File: src/hdl/board_pkg.sv
/*
 * Board glue shared definitions
 * Register map, field positions, bus widths and timing constants
 * for the FPGA carrier support logic
 */

package board_pkg;

  ////////////////////
  // Bus widths
  ////////////////////

  localparam int unsigned RegAddrWidth  = 8;
  localparam int unsigned RegDataWidth  = 32;
  localparam int unsigned BootModeWidth = 2;
  localparam int unsigned FanLevelWidth = 4;

  ////////////////////
  // Register map
  ////////////////////

  localparam logic [RegAddrWidth-1:0] AddrBootOvr = 8'h00;
  localparam logic [RegAddrWidth-1:0] AddrFanOvr  = 8'h04;
  localparam logic [RegAddrWidth-1:0] AddrBoardId = 8'h08;

  localparam logic [RegDataWidth-1:0] BoardIdValue = 32'h0C4E_5A01;
  // Read data for any unmapped address
  localparam logic [RegDataWidth-1:0] RegErrValue  = 32'hBADC_AB1E;

  // Select and enable bits sit just above their fields
  localparam int unsigned BootSelBit = 2;
  localparam int unsigned FanEnBit   = 4;

  ////////////////////
  // Timing
  ////////////////////

  // 50 MHz soc_clk down to a 1 MHz RTC
  localparam int unsigned RtcHalfPeriod = 25;
  localparam int unsigned RtcCntWidth   = 16;

  localparam int unsigned FanStepCycles = 4;
  localparam int unsigned FanSteps      = 16;
  localparam int unsigned FanPrescWidth = $clog2(FanStepCycles);
  localparam int unsigned FanStepWidth  = $clog2(FanSteps);

  localparam int unsigned RstSyncStages = 2;

endpackage
File: src/hdl/board_top.sv
/*
 * FPGA board glue top level
 * SoC reset release, RTC tick, fan PWM and boot mode selection
 * behind a small configuration register bus
 */

`timescale 1ns/10ps

module board_top (
  input  logic                                soc_clk,
  input  logic                                rst_n,
  input  logic                                test_mode_i,
  input  logic [board_pkg::BootModeWidth-1:0] boot_mode_i,
  input  logic [board_pkg::FanLevelWidth-1:0] fan_sw_i,
  input  logic                                reg_req_i,
  input  logic                                reg_we_i,
  input  logic [board_pkg::RegAddrWidth-1:0]  reg_addr_i,
  input  logic [board_pkg::RegDataWidth-1:0]  reg_wdata_i,
  output logic                                reg_ack_o,
  output logic [board_pkg::RegDataWidth-1:0]  reg_rdata_o,
  output logic                                reg_err_o,
  output logic [board_pkg::BootModeWidth-1:0] boot_mode_o,
  output logic                                rtc_o,
  output logic                                fan_pwm_o,
  output logic                                soc_rst_no
);

  // Effective fan level after the override mux
  logic [board_pkg::FanLevelWidth-1:0] fan_level;

  board_rst_sync i_rst_sync (
    .soc_clk     ( soc_clk     ),
    .rst_n       ( rst_n       ),
    .test_mode_i ( test_mode_i ),
    .soc_rst_no  ( soc_rst_no  )
  );

  rtc_divider i_rtc_divider (
    .soc_clk ( soc_clk ),
    .rst_n   ( rst_n   ),
    .rtc_o   ( rtc_o   )
  );

  // Register state runs on the board reset, not the synchronized one
  board_cfg_regs i_cfg_regs (
    .soc_clk     ( soc_clk     ),
    .rst_n       ( rst_n       ),
    .reg_req_i   ( reg_req_i   ),
    .reg_we_i    ( reg_we_i    ),
    .reg_addr_i  ( reg_addr_i  ),
    .reg_wdata_i ( reg_wdata_i ),
    .reg_ack_o   ( reg_ack_o   ),
    .reg_rdata_o ( reg_rdata_o ),
    .reg_err_o   ( reg_err_o   ),
    .boot_mode_i ( boot_mode_i ),
    .fan_sw_i    ( fan_sw_i    ),
    .boot_mode_o ( boot_mode_o ),
    .fan_level_o ( fan_level   )
  );

  fan_pwm i_fan_pwm (
    .soc_clk     ( soc_clk   ),
    .rst_n       ( rst_n     ),
    .fan_level_i ( fan_level ),
    .fan_pwm_o   ( fan_pwm_o )
  );

endmodule

File: src/hdl/board_cfg_regs.sv
/*
 * Board configuration register slave
 * Four-phase req/ack bus with boot and fan override registers,
 * a read-only ID and an error word for unmapped addresses
 */

`timescale 1ns/10ps

module board_cfg_regs (
  input  logic                                soc_clk,
  input  logic                                rst_n,
  input  logic                                reg_req_i,
  input  logic                                reg_we_i,
  input  logic [board_pkg::RegAddrWidth-1:0]  reg_addr_i,
  input  logic [board_pkg::RegDataWidth-1:0]  reg_wdata_i,
  output logic                                reg_ack_o,
  output logic [board_pkg::RegDataWidth-1:0]  reg_rdata_o,
  output logic                                reg_err_o,
  input  logic [board_pkg::BootModeWidth-1:0] boot_mode_i,
  input  logic [board_pkg::FanLevelWidth-1:0] fan_sw_i,
  output logic [board_pkg::BootModeWidth-1:0] boot_mode_o,
  output logic [board_pkg::FanLevelWidth-1:0] fan_level_o
);

  logic                                ack_q;
  logic                                err_q;
  logic [board_pkg::RegDataWidth-1:0]  rdata_q;
  logic [board_pkg::BootSelBit:0]      boot_ovr_q;
  logic [board_pkg::FanEnBit:0]        fan_ovr_q;
  logic                                access;
  logic                                sel_boot;
  logic                                sel_fan;
  logic [board_pkg::RegDataWidth-1:0]  rdata_d;
  logic                                err_d;

  ////////////////////
  // Address decode
  ////////////////////

  // One access per request, only while ack is still low
  assign access   = reg_req_i && !ack_q;
  assign sel_boot = (reg_addr_i == board_pkg::AddrBootOvr);
  assign sel_fan  = (reg_addr_i == board_pkg::AddrFanOvr);

  always_comb begin
    rdata_d = board_pkg::RegErrValue;
    err_d   = 1'b1;
    case (reg_addr_i)
      board_pkg::AddrBootOvr: begin
        rdata_d = board_pkg::RegDataWidth'(boot_ovr_q);
        err_d   = 1'b0;
      end
      board_pkg::AddrFanOvr: begin
        rdata_d = board_pkg::RegDataWidth'(fan_ovr_q);
        err_d   = 1'b0;
      end
      // Writes here are dropped without an error
      board_pkg::AddrBoardId: begin
        rdata_d = board_pkg::BoardIdValue;
        err_d   = 1'b0;
      end
      default: ;
    endcase
  end

  ////////////////////
  // Handshake
  ////////////////////

  always_ff @(posedge soc_clk or negedge rst_n) begin
    if (!rst_n) begin
      ack_q <= 1'b0;
      err_q <= 1'b0;
    end else if (access) begin
      ack_q <= 1'b1;
      err_q <= err_d;
    end else if (!reg_req_i) begin
      ack_q <= 1'b0;
    end
  end

  // Response word stays put until the next access
  always_ff @(posedge soc_clk) begin
    if (access) begin
      rdata_q <= rdata_d;
    end
  end

  ////////////////////
  // Override regs
  ////////////////////

  always_ff @(posedge soc_clk or negedge rst_n) begin
    if (!rst_n) begin
      boot_ovr_q <= '0;
      fan_ovr_q  <= '0;
    end else if (access && reg_we_i) begin
      if (sel_boot) begin
        boot_ovr_q <= reg_wdata_i[board_pkg::BootSelBit:0];
      end
      if (sel_fan) begin
        fan_ovr_q <= reg_wdata_i[board_pkg::FanEnBit:0];
      end
    end
  end

  assign reg_ack_o   = ack_q;
  assign reg_err_o   = err_q;
  assign reg_rdata_o = rdata_q;

  // Pins win unless software has taken over
  assign boot_mode_o = boot_ovr_q[board_pkg::BootSelBit] ?
                       boot_ovr_q[board_pkg::BootModeWidth-1:0] : boot_mode_i;
  assign fan_level_o = fan_ovr_q[board_pkg::FanEnBit] ?
                       fan_ovr_q[board_pkg::FanLevelWidth-1:0] : fan_sw_i;

endmodule

File: src/hdl/fan_pwm.sv
/*
 * Fan PWM generator
 * Prescaled step counter compared against a fan level that is
 * latched once per PWM period
 */

`timescale 1ns/10ps

module fan_pwm (
  input  logic                                soc_clk,
  input  logic                                rst_n,
  input  logic [board_pkg::FanLevelWidth-1:0] fan_level_i,
  output logic                                fan_pwm_o
);

  logic [board_pkg::FanPrescWidth-1:0] presc_q;
  logic [board_pkg::FanStepWidth-1:0]  step_q;
  logic [board_pkg::FanLevelWidth-1:0] level_q;
  logic                                step_end;
  logic                                period_end;

  assign step_end   = (presc_q == board_pkg::FanPrescWidth'(board_pkg::FanStepCycles - 1));
  assign period_end = step_end &&
                      (step_q == board_pkg::FanStepWidth'(board_pkg::FanSteps - 1));

  always_ff @(posedge soc_clk or negedge rst_n) begin
    if (!rst_n) begin
      presc_q <= '0;
      step_q  <= '0;
      level_q <= '0;
    end else begin
      presc_q <= step_end ? '0 : presc_q + 1'b1;
      if (step_end) begin
        step_q <= period_end ? '0 : step_q + 1'b1;
      end
      // New level takes effect with the first step of the next period
      if (period_end) begin
        level_q <= fan_level_i;
      end
    end
  end

  // High for level steps out of FanSteps
  assign fan_pwm_o = (step_q < level_q);

endmodule

File: src/hdl/rtc_divider.sv
/*
 * RTC divider
 * Toggles a registered tick every RtcHalfPeriod soc_clk cycles,
 * giving a 1 MHz RTC from the 50 MHz SoC clock
 */

`timescale 1ns/10ps

module rtc_divider (
  input  logic soc_clk,
  input  logic rst_n,
  output logic rtc_o
);

  logic [board_pkg::RtcCntWidth-1:0] cnt_q;
  logic                              tick_q;
  logic                              wrap;

  assign wrap = (cnt_q == board_pkg::RtcCntWidth'(board_pkg::RtcHalfPeriod - 1));

  // Counter restarts at zero on each half period
  always_ff @(posedge soc_clk or negedge rst_n) begin
    if (!rst_n) begin
      cnt_q  <= '0;
      tick_q <= 1'b0;
    end else if (wrap) begin
      cnt_q  <= '0;
      tick_q <= ~tick_q;
    end else begin
      cnt_q  <= cnt_q + 1'b1;
    end
  end

  assign rtc_o = tick_q;

endmodule

File: src/hdl/board_rst_sync.sv
/*
 * SoC reset synchronizer
 * Asserts asynchronously with rst_n and releases on soc_clk,
 * bypassed in test mode for scan
 */

`timescale 1ns/10ps

module board_rst_sync (
  input  logic soc_clk,
  input  logic rst_n,
  input  logic test_mode_i,
  output logic soc_rst_no
);

  logic [board_pkg::RstSyncStages-1:0] sync_q;

  ////////////////////
  // Release chain
  ////////////////////

  // Ones shift in from the bottom once rst_n is high
  always_ff @(posedge soc_clk or negedge rst_n) begin
    if (!rst_n) begin
      sync_q <= '0;
    end else begin
      sync_q <= {sync_q[board_pkg::RstSyncStages-2:0], 1'b1};
    end
  end

  ////////////////////
  // Scan bypass
  ////////////////////

  // Test mode hands the raw board reset straight through
  assign soc_rst_no = test_mode_i ? rst_n : sync_q[board_pkg::RstSyncStages-1];

endmodule

File: config.mk
export PLATFORM = sky130hd
export DESIGN_NAME = board_top
export DESIGN_NICKNAME = d
export VERILOG_FILES = /design/src/hdl/board_pkg.sv /design/src/hdl/board_top.sv /design/src/hdl/board_cfg_regs.sv /design/src/hdl/fan_pwm.sv /design/src/hdl/rtc_divider.sv /design/src/hdl/board_rst_sync.sv
export SDC_FILE = /design/constraint.sdc
export NUM_CORES = 1
export LEC_CHECK = 0
export BUFFER_PORTS_ARGS = -buffer_cell sky130_fd_sc_hd__buf_2
export CAP_MARGIN = 20
export CORE_MARGIN = 3
export CORE_UTILIZATION = 45
export DETAILED_ROUTE_END_ITERATION = 10
export GPL_TIMING_DRIVEN = 0
export PLACE_DENSITY = 0.74
export RECOVER_POWER = 100
export SYNTH_ARGS = -nofsm -noshare
export SYNTH_HDL_FRONTEND = slang
export SYNTH_SLANG_ARGS = --single-unit
File: constraint.sdc
create_clock -name soc_clk -period 2.6 [get_ports soc_clk]
set_input_delay 0.52 -clock soc_clk [delete_from_list [all_inputs] [get_ports soc_clk]]
set_output_delay 0.52 -clock soc_clk [all_outputs]
set_load 0.03 [all_outputs]
# Word level (Yosys, flattened, before mapping)
# Index checks and enable logic that the tools add are counted.
dict set report word_totals {
  reg_bits 71
  in_bits 51
}
dict set report op_classes {
  n_addsub 3
  magnitude_cmp 1
  reduce_logical 8
  muxes 10
  n_eq_ne 6
  n_bitwise 1
}
# operator n
set op_table {}
lappend op_table {{one-hot mux 32 bit (3 select lines)} 1}
lappend op_table {{adder 16 x 1 -> 16 bit, second input constant} 1}
lappend op_table {{equality test 16 x 5 -> 1 bit, second input constant} 1}
lappend op_table {{2-to-1 mux 16 bit} 1}
lappend op_table {{equality test 8 x 3 -> 1 bit, second input constant} 1}
lappend op_table {{equality test 8 x 4 -> 1 bit, second input constant} 1}
lappend op_table {{logical NOT 8 bit} 1}
lappend op_table {{2-to-1 mux 4 bit} 2}
lappend op_table {{adder 4 x 1 -> 4 bit, second input constant} 1}
lappend op_table {{equality test 4 bit, second input constant} 1}
lappend op_table {{less-than comparator 4 bit} 1}
lappend op_table {{2-to-1 mux 1 bit} 4}
lappend op_table {{2-to-1 mux 2 bit} 2}
lappend op_table {{AND reduction 2 bit} 2}
lappend op_table {{logical AND 1 bit} 3}
lappend op_table {{OR reduction 3 bit} 1}
lappend op_table {{adder 2 x 1 -> 2 bit, second input constant} 1}
lappend op_table {{equality test 2 bit, second input constant} 1}
lappend op_table {{inequality test 2 x 1 -> 1 bit, second input constant} 1}
lappend op_table {{logical NOT 1 bit} 1}
lappend op_table {{inverter 1 bit} 1}

# Depth between registers and ports, before layout
dict set report logic_depth {
  word_depth 4
  ltp_mapped 6
  mapped_depth_nobuf 5
}

# Cells and area by module
# A second synthesis with hierarchy kept.
dict set report hier_totals {
  cells_unflattened 208
  hier_area_um2 2413.6
}
# mod cells_per_inst n_inst seq_area_each_um2 area_each_um2
set by_module_without_submodules {}
lappend by_module_without_submodules {board_cfg_regs 91 1 490.5 1034.7}
lappend by_module_without_submodules {rtc_divider 72 1 425.4 817.0}
lappend by_module_without_submodules {fan_pwm 41 1 250.2 493.0}
lappend by_module_without_submodules {board_rst_sync 4 1 50.0 68.8}

# Least setup slack after synthesis
# Ideal clock, no wire load.
dict set report synth_path {
  kind {in2reg}
  startpoint {input port reg_addr_i[1] (netlist bit)}
  endpoint {register i_cfg_regs.boot_ovr_q[0] (netlist bit)}
  required_ps 2475
  setup_time_ps 125
  slack_ps 693
  path_stages 5
  arrival_time_ps 1782
  path_cell_list {or4_4 nor3_4 buf_6 nand4_4 mux2_4}
}
dict set report synth_between {
  elab_chain_len 2
}
# item line_no
set synth_rtl {}
lappend synth_rtl {{from (decl)} board_top.sv:17} ;# input logic [board_pkg::RegAddrWidth-1:0] reg_addr_i,
lappend synth_rtl {{logical NOT 8 bit} board_cfg_regs.sv:42} ;# assign sel_boot = (reg_addr_i == board_pkg::AddrBootOvr);
lappend synth_rtl {{AND reduction 2 bit (no line)} -}
lappend synth_rtl {{to (signal assigned)} board_cfg_regs.sv:99} ;# boot_ovr_q <= reg_wdata_i[board_pkg::BootSelBit:0];
lappend synth_rtl {{to (decl)} board_cfg_regs.sv:28} ;# logic [board_pkg::BootSelBit:0] boot_ovr_q;
# No other way between the ends.
# A chain may end at the register's enable or synchronous reset.

# Final worst setup path
dict set report layout_path {
  startpoint {input port reg_addr_i[1] (netlist bit)}
  endpoint {register i_cfg_regs.boot_ovr_q[1] (netlist bit)}
}
# The elaborated chain is that of the path after synthesis.

==> reports/summary.md <==
The signal on the critical path passes through buf_2 > or4_2 > nor3_1 > clkbuf_1 > nand4_1 > mux2_1. The die is 78.2 µm wide. The number of buffers added by the clock tree synthesis step is 5, and the number of buffers inserted by post-CTS setup repair is 0.

After synthesis, the most frequently instantiated cells are sky130_fd_sc_hd__dfrtp_1, sky130_fd_sc_hd__buf_4, sky130_fd_sc_hd__nand2_1, sky130_fd_sc_hd__xnor2_1, sky130_fd_sc_hd__o21ai_0. The mapped cell area was 0.00235 mm²; the average wire per standard cell was 12.0 µm. The worst setup path is of the primary input to register kind. The worst hold path belongs to the class primary input to async pin.

Category of cells accounting for the largest share of critical-path delay: simple AND/OR/NAND/NOR gates. The Yosys step of the flow raised 0 warnings. The upper clock frequency limit is 433 MHz. The least setup slack across all paths after layout came out at 0.288 ns.

The logs give 342 for the final standard cell count with taps included and fillers excluded and 0.00612 mm² for the floorplan die area. Global routing consumed, over all layers together, 14.1% of the routing resources. For this design, the sink count on the clock tree is 47.

After synthesis, the cell types taking the most area are sky130_fd_sc_hd__dfrtp_1, sky130_fd_sc_hd__edfxtp_1, sky130_fd_sc_hd__buf_4, sky130_fd_sc_hd__xnor2_1, sky130_fd_sc_hd__ha_1. Measured against its own limit, the worst slew margin works out to 42.4%. The logs give 2 for the worst-case clock buffer depth and 0 for the max-slew violation total from the final report.

The kind of launch point of the worst setup path was a primary input. The tools report the cell chosen for the clock root as sky130_fd_sc_hd__clkbuf_8. Entering global routing, the biggest net connects 41 pins. The clock arrives with 0.0146 ns of skew. The wire length of the first global-routing pass was 6.71 mm. Of the synthesized area, sequential elements account for 51.8%.

The setup check on the worst reg-to-reg path leaves a slack of 0.84 ns. The later pin in the worst-skew pair is clocked with a latency of 0.31 ns. For the worst setup path, the data arrival time is 2.50 ns. The worst register-to-register path begins at i_cfg_regs.reg_ack_o.

For the number of antenna violations at the first check in global routing, the log shows 0. The slowest stage of the critical path is the sky130_fd_sc_hd__or4_2 cell. The detail route stage leaves a number of antenna-violating nets equal to 0. A synthesized cell averages 11.3 µm². The flow ran to the end, and the final reports show no timing, DRC or antenna violations. After floorplanning, the core was divided into 25 placement rows.

After routing the design area is 0.00272 mm². Number of distinct standard cells referenced by the synthesized netlist: 40. For this configuration, the core starts out at a cell density of 48.1%. The final count of hold timing violations was 0.

The tool flagged a number of max-cap violations equal to 0. The smallest clock period supported by the final layout is computed as 2.31 ns. The logs give 0 ns for the setup TNS after final layout and 455 for the number of fill cells in the layout.

The peak supply drop came out at 287 µV. The half-perimeter wire length after detailed placement is 3.03 mm, and the count of inserted antenna diode cells is 0. Post-CTS repair changed the size of 0 cells.

Counting tap cells, the placed design contains a total of 334 instances. Using the TritonRoute via totals, the vias-per-cell ratio works out to 4.65. Pin placement for this block handled 90 I/O pins.

In this run the static leakage power is 1.25 nW. Prior to clock tree synthesis, the placed netlist has a worst setup slack of 0.348 ns. Counting flops with an async set or reset pin after synthesis yields a share of 83.0%.

The main flop type after synthesis is sky130_fd_sc_hd__dfrtp_1. The buffering stage count on the worst path with inverters included is 2. For this run the aggregate overflow at the end of global routing stands at 0. The iteration count of the initial detailed-routing pass came out at 4. The worst setup path is captured at a register. Setup repair after global routing left no endpoint under its margin.

Measured along the y axis, the die boundary spans 78.2 µm. The top cell type by total area after synthesis was sky130_fd_sc_hd__dfrtp_1. During placement, the flow inserted port buffers numbering 53. Across all layers, the routed design uses 1589 vias. The transition time of the tightest slew-check pin came out at 0.864 ns. Yosys instantiated no cell more often than sky130_fd_sc_hd__dfrtp_1.

Final clock period utilization by the worst path: 88.9%. At the end of routability-driven placement, the weighted congestion stood at 0.773. For this run, design rule violations remaining after detail routing come to 0. The worst-path maximum fanout was 10; the endpoint required time on the critical path was 2.78 ns. The endpoint of the most critical register-to-register path is i_cfg_regs.fan_ovr_q[0].

Clock-pin slew was measured on the worst setup and hold paths at 0.09 ns. The share of the synthesized area in the top cell type works out to 41.6%. The area after detailed placement is 0.00272 mm².

For this design the ratio of total power to cell area is 482 mW/mm². For this block, the routed nets add up to 4.11 mm of wire. In this design, the stage delay of the slowest critical-path cell is 0.65 ns.

The number of DRC violations after detailed-routing iteration 0 is 63, and the area growth from synthesis to layout is 16.0%. TritonCTS built the clock tree. The number of synthesized flops with an enable pin was 8; the final layout net count was 332.

The core footprint is 0.00488 mm². The H-tree was split into 2 levels. The cell depth of the worst flop-to-flop path was 3; the synthesized netlist cell count was 207. The ratio of cells with drive above 1 in the final layout is 23.3%, and the via count of the first global-routing pass is 1451. Final design utilization: 55.8%. Number of flip-flops and latches in the synthesized netlist: 47. For this design, the CTS-stage hold fixing added 0 buffers.

Setup violations remaining at the end of the flow were counted as 0.
==> metrics by stage <==
step / hold WS, ns / power, mW
3_3_place_gp: 0.333 / 0.908
6_report: 0.322 / 1.31
3_5_place_dp: 0.337 / 0.910
2_1_floorplan: 0.224 / 0.862
5_1_grt: 0.357 / 1.37
4_1_cts: 0.352 / 1.34
==> report_power, final <==
| group | switching, mW | total [mW] | internal (mW) | leakage [nW] |
|---|---|---|---|---|
| sequential | 0.00457 | 0.760 | 0.755 | 0.555 |
| clock | 0.240 | 0.425 | 0.185 | 0.0426 |
| combinational | 0.0826 | 0.126 | 0.0438 | 0.658 |
| total | 0.327 | 1.31 | 0.984 | 1.25 |
==> final cells by class <==
cell class | count | area [µm²] | share of cell area [%]
Inverter | 6 | 22.5 | 0.827
Multi-Input combinational cell | 128 | 871 | 32.0
Clock inverter | 2 | 8.76 | 0.322
Clock buffer | 6 | 72.6 | 2.67
Sequential cell | 47 | 1220 | 44.7
Timing Repair Buffer | 53 | 234 | 8.59
Tap cell | 67 | 83.8 | 3.08
Buffer | 33 | 214 | 7.86
==> cell usage in the layout (no fill, tap or decap), types with 4 or more instances in the layout <==
master                     instances
sky130_fd_sc_hd__ha_1              7
sky130_fd_sc_hd__edfxtp_1          8
sky130_fd_sc_hd__clkbuf_4          7
sky130_fd_sc_hd__o21ai_0          11
sky130_fd_sc_hd__mux2_2            4
sky130_fd_sc_hd__mux2_1            7
sky130_fd_sc_hd__clkbuf_1         34
sky130_fd_sc_hd__nand4_1           8
sky130_fd_sc_hd__nor2_1           10
sky130_fd_sc_hd__buf_2            28
sky130_fd_sc_hd__mux2i_1           4
sky130_fd_sc_hd__buf_4            17
sky130_fd_sc_hd__xnor2_1          12
sky130_fd_sc_hd__nand3_1           7
sky130_fd_sc_hd__nor2b_1           4
sky130_fd_sc_hd__nand2_1          16
sky130_fd_sc_hd__clkbuf_8          5
sky130_fd_sc_hd__conb_1            9
sky130_fd_sc_hd__xor2_1            4
sky130_fd_sc_hd__dfrtp_1          39
sky130_fd_sc_hd__inv_1             6
==> registers in the layout, summed over array words and instances (netlist names) <==
name                    flops
i_cfg_regs.reg_err_o        1
i_cfg_regs.reg_rdata_o      8
i_rtc_divider.rtc_o         1
i_fan_pwm.presc_q           2
i_fan_pwm.step_q            4
i_rtc_divider.cnt_q        16
i_cfg_regs.reg_ack_o        1
i_cfg_regs.boot_ovr_q       3
i_rst_sync.sync_q           2
i_fan_pwm.level_q           4
i_cfg_regs.fan_ovr_q        5
==> per-layer routing <==
metal / track usage (%) / vias up / share of wire [%]
met5: 0 / - / 0
li1: - / 804 / -
met1: 16.6 / 729 / 43
met2: 23.2 / 49 / 46
met4: 5.77 / 0 / 1.8
met3: 5.50 / 7 / 8.8
==> worst max path at each step <==
stage,cells after the start,endpoint,slack (ns),start
after floorplan,5,i_cfg_regs.boot_ovr_q[0],0.69,reg_addr_i[1]
after global placement,3,soc_rst_no,0.37,rst_n
after detailed placement,3,soc_rst_no,0.35,rst_n
after CTS,3,soc_rst_no,0.34,rst_n
after global routing,3,soc_rst_no,0.12,rst_n
final,6,i_cfg_regs.boot_ovr_q[1],0.29,reg_addr_i[1]
==> worst register-to-register path, delay by kind of cell, from the launching register on <==
| kind | cells | cell delay, ns |
|---|---|---|
| DFF | 1 | 0.38 |
| muxes | 1 | 0.41 |
| and+or+nand+nor | 2 | 0.83 |
==> cells by family (layout without fill, tap and decap cells) <==
kind of cell	Yosys count	in the layout	share of synthesized area [%]
AO/OA/AOI/OAI	17	17	4.05
XOR/XNOR	16	16	5.97
adder cells (fa/ha/maj)	7	7	3.73
buffers and inverters	39	100	10.4
flip-flops	47	47	51.8
multiplexers	16	16	7.94
other	2	9	0.320
AND/OR/NAND/NOR	63	63	15.8
No activity file was read; power rests on OpenSTA's default activity.
